<file path="src/source/board_pkg.sv">
// shared constants for the switch report design, imported by the filter, reporter and transmitter
`default_nettype none

package board_pkg;

  // board pin counts
  localparam int NUM_SWITCHES = 4;
  localparam int NUM_LEDS     = 8;

  // led upper nibble carries the change count, lower nibble the switch state
  localparam int CHG_CNT_W = NUM_LEDS - NUM_SWITCHES;

  // uart bit time in system clocks
  localparam int CLKS_PER_BIT = 16;
  localparam int BAUD_CNT_W   = $clog2(CLKS_PER_BIT);

  // 8N1 character: start bit, 8 data bits, stop bit
  localparam int UART_FRAME_BITS = 10;
  localparam int BIT_IDX_W       = $clog2(UART_FRAME_BITS);

  // cycles a synchronized switch value must hold before it is accepted
  localparam int FILTER_CYCLES = 8;
  // counter saturates at FILTER_CYCLES, so it needs one extra code
  localparam int FILTER_CNT_W  = $clog2(FILTER_CYCLES + 1);

  // transmit queue depth, also the reporter's starting credit count
  localparam int TX_CREDITS = 2;
  localparam int QPTR_W     = (TX_CREDITS > 1) ? $clog2(TX_CREDITS) : 1;
  // holds 0..TX_CREDITS, shared by queue fill level and credit counter
  localparam int QCNT_W     = $clog2(TX_CREDITS + 1);

  // first byte of every report frame, ASCII 'S'
  localparam logic [7:0] FRAME_HEADER = 8'h53;

endpackage

`default_nettype wire

</file>
<file path="src/source/switch_filter.sv">
// dip switch synchronizer and debouncer, reports each newly accepted switch state with a pulse
`timescale 1ns/1ps
`default_nettype none

module switch_filter (
  input  logic                              clk,
  input  logic                              i_reset,
  input  logic [board_pkg::NUM_SWITCHES-1:0] i_switch,
  output logic [board_pkg::NUM_SWITCHES-1:0] o_state,
  output logic                              o_change
);
  import board_pkg::*;

  // two flop synchronizer stages
  logic [NUM_SWITCHES-1:0] sync_q1;
  logic [NUM_SWITCHES-1:0] sync_q2;
  // synchronized value one cycle back, used to detect movement
  logic [NUM_SWITCHES-1:0] last_q;
  // cycles the synchronized value has stayed put
  logic [FILTER_CNT_W-1:0] hold_cnt;
  logic                    steady;
  logic                    accept;

  // pins are asynchronous, bring them into the clk domain first
  always_ff @(posedge clk) begin
    if (i_reset) begin
      sync_q1 <= '0;
      sync_q2 <= '0;
      last_q  <= '0;
    end else begin
      sync_q1 <= i_switch;
      sync_q2 <= sync_q1;
      last_q  <= sync_q2;
    end
  end

  assign steady = (sync_q2 == last_q);

  // any movement restarts the count
  // count saturates so a held value is only timed once
  always_ff @(posedge clk) begin
    if (i_reset) begin
      hold_cnt <= '0;
    end else if (!steady) begin
      hold_cnt <= '0;
    end else if (hold_cnt != FILTER_CNT_W'(FILTER_CYCLES)) begin
      hold_cnt <= hold_cnt + 1'b1;
    end
  end

  // value has held long enough and is not the one already reported
  assign accept = steady &&
                  (hold_cnt == FILTER_CNT_W'(FILTER_CYCLES - 1)) &&
                  (sync_q2 != o_state);

  // o_state takes the new value on the same edge that raises o_change
  always_ff @(posedge clk) begin
    if (i_reset) begin
      o_state  <= '0;
      o_change <= 1'b0;
    end else begin
      o_change <= accept;
      if (accept) begin
        o_state <= sync_q2;
      end
    end
  end

endmodule

`default_nettype wire

</file>
<file path="src/source/status_reporter.sv">
// counts accepted switch changes, drives the leds and builds two byte uart reports under credit
`timescale 1ns/1ps
`default_nettype none

module status_reporter (
  input  logic                              clk,
  input  logic                              i_reset,
  input  logic [board_pkg::NUM_SWITCHES-1:0] i_state,
  input  logic                              i_change,
  input  logic                              i_credit,
  output logic [board_pkg::NUM_LEDS-1:0]     o_led,
  output logic                              o_tx_valid,
  output logic [7:0]                        o_tx_data
);
  import board_pkg::*;

  // wrapping count of accepted changes
  logic [CHG_CNT_W-1:0]    chg_cnt;
  // latest accepted switch state
  logic [NUM_SWITCHES-1:0] state_q;
  // frame progress flags
  // hdr_pend: header byte still owed
  // data_pend: data byte still owed
  logic                    hdr_pend;
  logic                    data_pend;
  // free entries left in the transmitter queue
  logic [QCNT_W-1:0]       credit_cnt;
  logic                    send_hdr;
  logic                    send_data;
  logic                    new_frame;

  // led and data byte share the same layout
  assign o_led = {chg_cnt, state_q};

  always_ff @(posedge clk) begin
    if (i_reset) begin
      chg_cnt <= '0;
      state_q <= '0;
    end else if (i_change) begin
      chg_cnt <= chg_cnt + 1'b1;
      state_q <= i_state;
    end
  end

  // only offer a byte when the queue is known to have room
  assign o_tx_valid = (hdr_pend || data_pend) && (credit_cnt != '0);
  // header always goes first, data byte is read live so it shows the newest state
  assign o_tx_data  = hdr_pend ? FRAME_HEADER : {chg_cnt, state_q};

  assign send_hdr  = o_tx_valid && hdr_pend;
  assign send_data = o_tx_valid && !hdr_pend && data_pend;

  // a change while the data byte is still owed folds into that frame,
  // otherwise it opens a fresh frame
  assign new_frame = i_change && (!data_pend || send_data);

  always_ff @(posedge clk) begin
    if (i_reset) begin
      hdr_pend  <= 1'b0;
      data_pend <= 1'b0;
    end else begin
      if (send_hdr) begin
        hdr_pend <= 1'b0;
      end
      if (send_data) begin
        data_pend <= 1'b0;
      end
      // last assignment wins over the clears above
      if (new_frame) begin
        hdr_pend  <= 1'b1;
        data_pend <= 1'b1;
      end
    end
  end

  // one credit spent per offered byte, one returned per byte the
  // transmitter pulls from its queue
  always_ff @(posedge clk) begin
    if (i_reset) begin
      credit_cnt <= QCNT_W'(TX_CREDITS);
    end else begin
      credit_cnt <= credit_cnt - QCNT_W'(o_tx_valid) + QCNT_W'(i_credit);
    end
  end

endmodule

`default_nettype wire

</file>
<file path="src/source/uart_tx.sv">
// 8N1 uart transmitter with a small byte queue, hands back one credit per byte it starts sending
`timescale 1ns/1ps
`default_nettype none

module uart_tx (
  input  logic       clk,
  input  logic       i_reset,
  input  logic       i_valid,
  input  logic [7:0] i_data,
  output logic       o_credit,
  output logic       o_tx
);
  import board_pkg::*;

  // byte queue, depth matches the sender's credits so it never overflows
  logic [7:0]                 queue_mem [TX_CREDITS];
  logic [QPTR_W-1:0]          wr_ptr;
  logic [QPTR_W-1:0]          rd_ptr;
  logic [QCNT_W-1:0]          q_count;

  // serializer state
  logic                       busy;
  logic [BAUD_CNT_W-1:0]      baud_cnt;
  logic [BIT_IDX_W-1:0]       bit_idx;
  // line bits, lsb is on the wire, ones shift in behind
  logic [UART_FRAME_BITS-1:0] shift_q;
  logic                       credit_q;

  logic                       bit_end;
  logic                       frame_end;
  logic                       deq;

  assign bit_end   = busy && (baud_cnt == BAUD_CNT_W'(CLKS_PER_BIT - 1));
  assign frame_end = bit_end && (bit_idx == BIT_IDX_W'(UART_FRAME_BITS - 1));
  // pull the next byte when idle, or right as the stop bit ends so
  // queued bytes go out back to back
  assign deq       = (q_count != '0) && (!busy || frame_end);

  // queue storage
  always_ff @(posedge clk) begin
    if (i_valid) begin
      queue_mem[wr_ptr] <= i_data;
    end
  end

  always_ff @(posedge clk) begin
    if (i_reset) begin
      wr_ptr  <= '0;
      rd_ptr  <= '0;
      q_count <= '0;
    end else begin
      if (i_valid) begin
        wr_ptr <= (wr_ptr == QPTR_W'(TX_CREDITS - 1)) ? '0 : wr_ptr + 1'b1;
      end
      if (deq) begin
        rd_ptr <= (rd_ptr == QPTR_W'(TX_CREDITS - 1)) ? '0 : rd_ptr + 1'b1;
      end
      q_count <= q_count + QCNT_W'(i_valid) - QCNT_W'(deq);
    end
  end

  // bit timing and shifting
  always_ff @(posedge clk) begin
    if (i_reset) begin
      busy     <= 1'b0;
      baud_cnt <= '0;
      bit_idx  <= '0;
      shift_q  <= '1;
    end else if (deq) begin
      // stop bit, data lsb first, start bit
      busy     <= 1'b1;
      baud_cnt <= '0;
      bit_idx  <= '0;
      shift_q  <= {1'b1, queue_mem[rd_ptr], 1'b0};
    end else if (busy) begin
      if (bit_end) begin
        baud_cnt <= '0;
        bit_idx  <= bit_idx + 1'b1;
        shift_q  <= {1'b1, shift_q[UART_FRAME_BITS-1:1]};
        // stop bit done and nothing queued
        if (frame_end) begin
          busy <= 1'b0;
        end
      end else begin
        baud_cnt <= baud_cnt + 1'b1;
      end
    end
  end

  // queue slot freed, tell the sender
  always_ff @(posedge clk) begin
    if (i_reset) begin
      credit_q <= 1'b0;
    end else begin
      credit_q <= deq;
    end
  end

  assign o_credit = credit_q;
  // idle line sits high since the shifter is full of ones
  assign o_tx     = shift_q[0];

endmodule

`default_nettype wire

</file>
<file path="src/source/board_top.sv">
// board top level, switches in through the debouncer, state out on leds and the uart line
`timescale 1ns/1ps
`default_nettype none

module board_top (
  input  logic                              clk,
  input  logic                              i_reset,
  input  logic [board_pkg::NUM_SWITCHES-1:0] i_switch,
  output logic [board_pkg::NUM_LEDS-1:0]     o_led,
  output logic                              o_uart_tx
);
  import board_pkg::*;

  // debouncer to reporter
  logic [NUM_SWITCHES-1:0] filt_state;
  logic                    filt_change;

  // reporter to transmitter, credit flow
  logic                    tx_valid;
  logic [7:0]              tx_data;
  logic                    tx_credit;

  // asynchronous pins cleaned up here
  switch_filter switch_filter_inst (
    .clk      (clk),
    .i_reset  (i_reset),
    .i_switch (i_switch),
    .o_state  (filt_state),
    .o_change (filt_change)
  );

  // led drive and report framing
  status_reporter status_reporter_inst (
    .clk        (clk),
    .i_reset    (i_reset),
    .i_state    (filt_state),
    .i_change   (filt_change),
    .i_credit   (tx_credit),
    .o_led      (o_led),
    .o_tx_valid (tx_valid),
    .o_tx_data  (tx_data)
  );

  // serial output
  uart_tx uart_tx_inst (
    .clk      (clk),
    .i_reset  (i_reset),
    .i_valid  (tx_valid),
    .i_data   (tx_data),
    .o_credit (tx_credit),
    .o_tx     (o_uart_tx)
  );

endmodule

`default_nettype wire

</file>
<file path="config.mk">
export PLATFORM = sky130hd
export DESIGN_NAME = board_top
export DESIGN_NICKNAME = d
export VERILOG_FILES = /design/src/source/board_pkg.sv /design/src/source/switch_filter.sv /design/src/source/status_reporter.sv /design/src/source/uart_tx.sv /design/src/source/board_top.sv
export SDC_FILE = /design/constraint.sdc
export NUM_CORES = 1
export LEC_CHECK = 0
export ABC_AREA = 0
export ABC_CLOCK_PERIOD_IN_PS = 2300
export BUFFER_PORTS_ARGS = -buffer_cell sky130_fd_sc_hd__buf_2
export CORE_MARGIN = 2
export CORE_UTILIZATION = 59
export CTS_BUF_LIST = sky130_fd_sc_hd__clkbuf_8 sky130_fd_sc_hd__clkbuf_16
export CTS_CLUSTER_DIAMETER = 50
export DETAILED_ROUTE_END_ITERATION = 12
export PLACE_DENSITY = 0.77
export SYNTH_ARGS = -nofsm -noshare
export SYNTH_HDL_FRONTEND = slang
export SYNTH_SLANG_ARGS = --single-unit
</file>
<file path="constraint.sdc">
create_clock -name clk -period 2.3 [get_ports clk]
set_input_delay 0 -clock clk [delete_from_list [all_inputs] [get_ports clk]]
set_output_delay 0 -clock clk [all_outputs]
set_load 0.005 [all_outputs]
</file>
==> flow_metrics.tcl, run 1 <==
set metrics [dict create \
    ant_nets 0 \
    overflow 0 \
    dieWidth_um 75.83 \
    r2r_cells 8 \
    critical_path_arrival_ps 2260 \
    leakage_nw 1.337 \
    gr-usage-met2_pct 29.21 \
    hold_slack_ps 149.3 \
    core_area_um2 5042 \
    pwr-share-comb_pct 2.2 \
    fmax_mhz 491.5 \
    cpMaxStageDelayCell "dfxtp_1" \
    postCtsSetupBuffers 0 \
    p_sw_share_pct 20.55 \
    grt_setup_unrepaired "no" \
    syn_area_um2 3044 \
    min_path_cells 2 \
    slew_headroom_pct 56.24 \
    rows 26 \
    hp-class "primary input to flip-flop" \
    synth-seq-area-share_pct 53.27 \
    route.detailed.wl_per_inst_um 13.08 \
    clock_power_share_pct 43.7 \
    grt_pass1_wl_um 8211 \
    grt_max_degree 35 \
    final.period_utilization_pct 88.46 \
    grt_util_met3_pct 3.175 \
    crit_chain "ha_1, nand4_4, o31ai_1, nand2_1, o21ai_0, ha_1, nor2_1, mux2_2" \
    cts_tree "done" \
    slowest_delay_ps 380 \
    endpoint_kind "flip-flop" \
    cap_violations 0 \
    busiest_layer "met2" \
    fin_tns_setup_ps 0 \
    start_util_pct 60.37 \
    p_seq_share_pct 54.1 \
    dp_cells 354 \
    syn_nets 296 \
    ys_ff_latch 73 \
    power.total_mw 2.440 \
    clkLatencyLatePin_ps 340 \
    synth-warning-count 0 \
    remaining_drc_errors 0 \
    diodes 0 \
    final_cells 374 \
    grt.met1_usage_pct 26.27 \
    vias 1960 \
    synth-edff-count 16 \
    drt_iter0_markers 116 \
    clock-sinks 73 \
    worstPathMaxFanout 4 \
    h-tree-depth 3 \
    worstSetupStartpointType "flip-flop" \
    hold_violations 0 \
    crit_required_ps 2530 \
    synthArstFlopShare_pct 0 \
    power_density_nw_per_um2 714.0 \
    p_int_mw 1.938 \
    ir_worst_vdd_mv 0.6963 \
    cts_buffer_depth 2 \
    antenna_found_initial 0 \
    nets 314 \
    synthFlopType "dfxtp_1" \
    root_buffer "clkbuf_8" \
    drt_pass1_iterations 5 \
    grt_pass1_vias 1826 \
    synth_cell_type_count 38 \
    dieArea_um2 5750 \
    dieHeight_um 75.83 \
    avgSynthCellArea_um2 10.83 \
    routed_via_density 5.241 \
    slew_violations 0 \
    ios 15 \
    dp_hpwl_um 3202 \
    final_core_util_pct 67.77 \
    post-route-min-period_ps 2035 \
    globalRouteTotalUtil_pct 19.13 \
    cpMostUsedCell "ha_1" \
    drive_above_1_share_pct 17.11 \
    wl_um 4892 \
    io_buffers 14 \
    status "complete, no violations" \
    skew_ps 9.260 \
    gp_congestion 0.7328 \
    cts_buffers 9 \
    area_delta_synth_final_pct 12.25 \
    post_cts_resized 0 \
    path_clk_slew_ps 80 \
    setup_viol 0 \
    worst_pin_slew_ps 654.0 \
    syn_inst 281 \
    p_sw_mw 0.5013 \
    worstSetupPathType "flip-flop to flip-flop" \
]
-- placed cells by master (no fill, tap or decap), types with 3 or more instances in the layout --
cell type and count:
nand4_1 4, mux2i_1 7, edfxtp_1 16, dlygate4sd3_1 4
nand2_1 12, dfxtp_1 57, ha_1 9, inv_1 10
or2_2 5, a2111oi_2 4, nor2b_1 31, a21oi_1 22
xnor2_1 8, buf_4 5, o21ai_0 8, o31ai_1 8
a2111oi_4 3, mux2_2 7, nor2_1 27, xor2_1 12
clkbuf_8 9, buf_2 14
-- through the flow --
step	cell area, µm²	setup WS, ps
after global routing	3417	79.08
after detailed placement	3166	318.2
after global placement	3166	362.7
after CTS	3417	284.3
after floorplan	3044	297.6
final	3417	265.4
-- path summary, 6_finish.rpt --
kind | start | end | slack, ps
hold reg to reg | switch_filter_inst.sync_q1[1] | switch_filter_inst.sync_q2[1] | 450
setup / recovery | uart_tx_inst.baud_cnt[1] | uart_tx_inst.q_count[1] | 270
hold / removal | i_reset | switch_filter_inst.sync_q1[3] | 150
setup reg to reg | uart_tx_inst.baud_cnt[1] | uart_tx_inst.q_count[1] | 270
-- state kept, by name, summed over array words and instances (netlist names), 4 cells and up, named ones only --
| name | cells |
|---|---|
| status_reporter_inst.state_q | 4 |
| uart_tx_inst.baud_cnt | 4 |
| uart_tx_inst.shift_q | 9 |
| switch_filter_inst.hold_cnt | 4 |
| uart_tx_inst.bit_idx | 4 |
| switch_filter_inst.sync_q1 | 4 |
| switch_filter_inst.o_state | 4 |
| switch_filter_inst.last_q | 4 |
| switch_filter_inst.sync_q2 | 4 |
| uart_tx_inst.queue_mem | 16 |
| status_reporter_inst.chg_cnt | 4 |
-- worst max-delay path: cells and delay by family, from the launching register on --
kind / cells / cell delay (ps)
muxes: 1 / 270
and+or+nand+nor: 3 / 310
adders and majority gates: 2 / 460
DFF: 1 / 380
AOI/OAI and AO/OA: 2 / 500
-- synthesized netlist by cell type (3+ instances only) --
library cell,number,share of area (%)
or2_2,5,1.0
o31ai_1,8,2.0
edfxtp_1,16,16
mux2_2,7,2.6
nand2_1,12,1.5
inv_1,8,0.99
a2111oi_4,3,2.7
ha_1,9,3.7
clkbuf_1,10,1.2
o21ai_0,8,1.3
nand4_1,4,0.82
xor2_1,12,3.5
a21oi_1,22,3.6
nor2b_1,31,6.4
mux2i_1,7,2.3
nor2_1,27,3.3
a2111oi_2,4,2.0
dfxtp_1,57,37
xnor2_1,8,2.3
-- layer usage --
layer  wire (µm)  up-vias
li1            -     1005
met1        2435      915
met2        2235       27
met3         110       13
met4         111        0
met5           0        -
-- cell type report --
type                            count  area [µm²]
Tap cell                           70       87.58
Sequential cell                    73        1622
Clock buffer                        9       123.9
Clock inverter                      7       87.58
Multi-Input combinational cell    184        1319
Fill cell                         383        1625
Timing Repair Buffer               23       147.6
Inverter                            8       30.03
-- power by group through the flow --
stage,combinational [mW],clock (mW),sequential (mW)
floorplan,0.0364,0,1.35
global placement,0.0479,0,1.35
detailed placement,0.0478,0,1.35
CTS,0.0535,1.08,1.32
global route,0.0608,1.13,1.32
finish,0.0531,1.07,1.32
-- cell families (layout without fill, tap and decap cells) --
group / count (synthesis) / in the layout / share of synthesized area, %
AND/OR/NAND/NOR: 89 / 89 / 15.62
flip-flops: 73 / 73 / 53.27
AO/OA/AOI/OAI: 52 / 52 / 13.36
buffers and inverters: 24 / 47 / 3.412
XOR/XNOR: 20 / 20 / 5.754
multiplexers: 14 / 14 / 4.891
adder cells (fa/ha/maj): 9 / 9 / 3.699
-- timing repair --
action                     in CTS  in global routing
setup endpoints to repair       0                  0
hold buffers                    4                  0
hold endpoints to repair        4                  0
No activity file was read; power rests on OpenSTA's default activity.
==> run 2, diff against run 1 <==
- REMOVE_ABC_BUFFERS: default -> 1
==> flow_metrics.tcl, run 2 (synthesized netlist as in run 1, its figures left out) <==
set metrics [dict create \
    layout_setup_ws_ps 277.4 \
    path_clk_slew_ps 70 \
    layout_common_cells "dfxtp_1 (57), nor2b_1 (31), nor2_1 (27), a21oi_1 (22), edfxtp_1 (16)" \
    diodes 0 \
    p_seq_share_pct 60.7 \
    hp-class "primary input to flip-flop" \
    drive_above_1_share_pct 16.78 \
    post-route-min-period_ps 2023 \
    cts_buffer_depth 2 \
    antenna_found_initial 0 \
    final_common_cell "dfxtp_1" \
    cap_violations 0 \
    crit_chain "ha_1, nand4_4, o31ai_1, nand2_1, o21ai_0, ha_1, nor2_1, mux2_2" \
    postCtsSetupBuffers 0 \
    dp_hpwl_um 3096 \
    final_cells 374 \
    worst_pin_slew_ps 638.6 \
    ios 15 \
    grt_pass1_wl_um 7803 \
    wl_um 4522 \
    hold_violations 0 \
    grt_pass1_vias 1769 \
    core_area_um2 5042 \
    dp_cells 355 \
    slew_violations 0 \
    vias 1914 \
    p_int_mw 1.736 \
    worstSetupPathType "flip-flop to flip-flop" \
    routed_via_density 5.118 \
    cts_buffers 9 \
    clkLatencyLatePin_ps 330 \
    final.period_utilization_pct 87.94 \
    endpoint_kind "flip-flop" \
    slew_headroom_pct 57.27 \
    clock_power_share_pct 36.9 \
    cpMaxStageDelayCell "dfxtp_1" \
    skew_ps 11.25 \
    overflow 0 \
    final_core_util_pct 66.85 \
    p_sw_mw 0.4406 \
    worstSetupStartpointType "flip-flop" \
    area_delta_synth_final_pct 10.73 \
    crit_required_ps 2520 \
    ant_nets 0 \
    cts_tree "done" \
    leakage_nw 1.331 \
    power_density_nw_per_um2 645.7 \
    place_ws_ps 272.3 \
    critical_path_arrival_ps 2240 \
    status "complete, no violations" \
    regMostFlops "uart_tx_inst.queue_mem" \
    drt_pass1_iterations 4 \
    top_regs "uart_tx_inst.queue_mem (16), uart_tx_inst.shift_q (9)" \
    clock-sinks 73 \
    seqCellArea_um2 1622 \
    fmax_mhz 494.4 \
    gp_congestion 0.7841 \
    setup_viol 0 \
    drt_iter0_markers 142 \
    largest_reg_flops 16 \
    globalRouteTotalUtil_pct 18.18 \
    pwr-share-comb_pct 2.4 \
    route.detailed.wl_per_inst_um 12.09 \
    root_buffer "clkbuf_8" \
    ir_worst_vdd_mv 0.5694 \
    h-tree-depth 3 \
    dieArea_um2 5750 \
    cpMostUsedCell "ha_1" \
    dieWidth_um 75.83 \
    dieHeight_um 75.83 \
    worstPathMaxFanout 4 \
    remaining_drc_errors 0 \
    start_util_pct 60.37 \
    io_buffers 14 \
    p_sw_share_pct 20.25 \
    multiInputGateArea_um2 1319 \
    nets 315 \
    grt_max_degree 37 \
    rows 26 \
    fillers 402 \
    slowest_delay_ps 380 \
    grt_setup_unrepaired "no" \
]
==> run 2: area by class of cell <==
cell class	count	area share (%)
inverter	8	0.8909
clock inverter	5	0.5939
multi-input combinational	184	39.12
clock buffer	10	4.083
sequential	73	48.11
timing repair buffer	24	4.603
tap	70	2.598
==> run 2: power groups by stage <==
stage / combinational [mW] / sequential [mW] / clock [mW]
2_1_floorplan: 0.0264 / 1.35 / 0
3_3_place_gp: 0.0471 / 1.35 / 0
3_5_place_dp: 0.0484 / 1.35 / 0
4_1_cts: 0.0535 / 1.32 / 0.834
5_1_grt: 0.0598 / 1.32 / 0.885
6_report: 0.0533 / 1.32 / 0.802
==> run 2: per-stage QoR <==
stage	setup TNS (ps)	total power, mW	hold WS (ps)	instance area (µm²)
CTS	0	2.208	152.4	3371
finish	0	2.176	173.3	3371
global placement	0	1.397	213.9	3173
global route	0	2.265	195.4	3371
floorplan	-42.37	1.374	69.07	2970
detailed placement	0	1.398	221.9	3173
==> run 2: worst paths after layout <==
| check | start | end | slack, ps | cells past startpoint |
|---|---|---|---|---|
| worst max-delay path | uart_tx_inst.baud_cnt[0] | uart_tx_inst.q_count[1] | 280 | 8 |
| worst min-delay path | i_reset | uart_tx_inst.wr_ptr | 170 | 2 |
| worst max register to register | uart_tx_inst.baud_cnt[0] | uart_tx_inst.q_count[1] | 280 | 8 |
| worst min register to register | switch_filter_inst.sync_q1[3] | switch_filter_inst.sync_q2[3] | 440 | 1 |
==> run 2: per-layer routing <==
layer | share of wire (%) | GRT usage, %
met1 | 50 | 24.83
met2 | 47 | 26.92
met3 | 2.9 | 5.026
met4 | 0.77 | 8.382
met5 | 0 | 0
==> run 2: repair_timing <==
action                                 CTS  global route
resized for setup                        0             0
hold buffers                             4             0
endpoints found under the hold margin    4             0
==> run 2: worst max-delay path: cells and delay by family, from the launching register on <==
kind,cells,cell delay (ps)
muxes,1,280
AOI/OAI and AO/OA,2,490
adders and majority gates,2,470
DFF,1,380
and+or+nand+nor,3,290
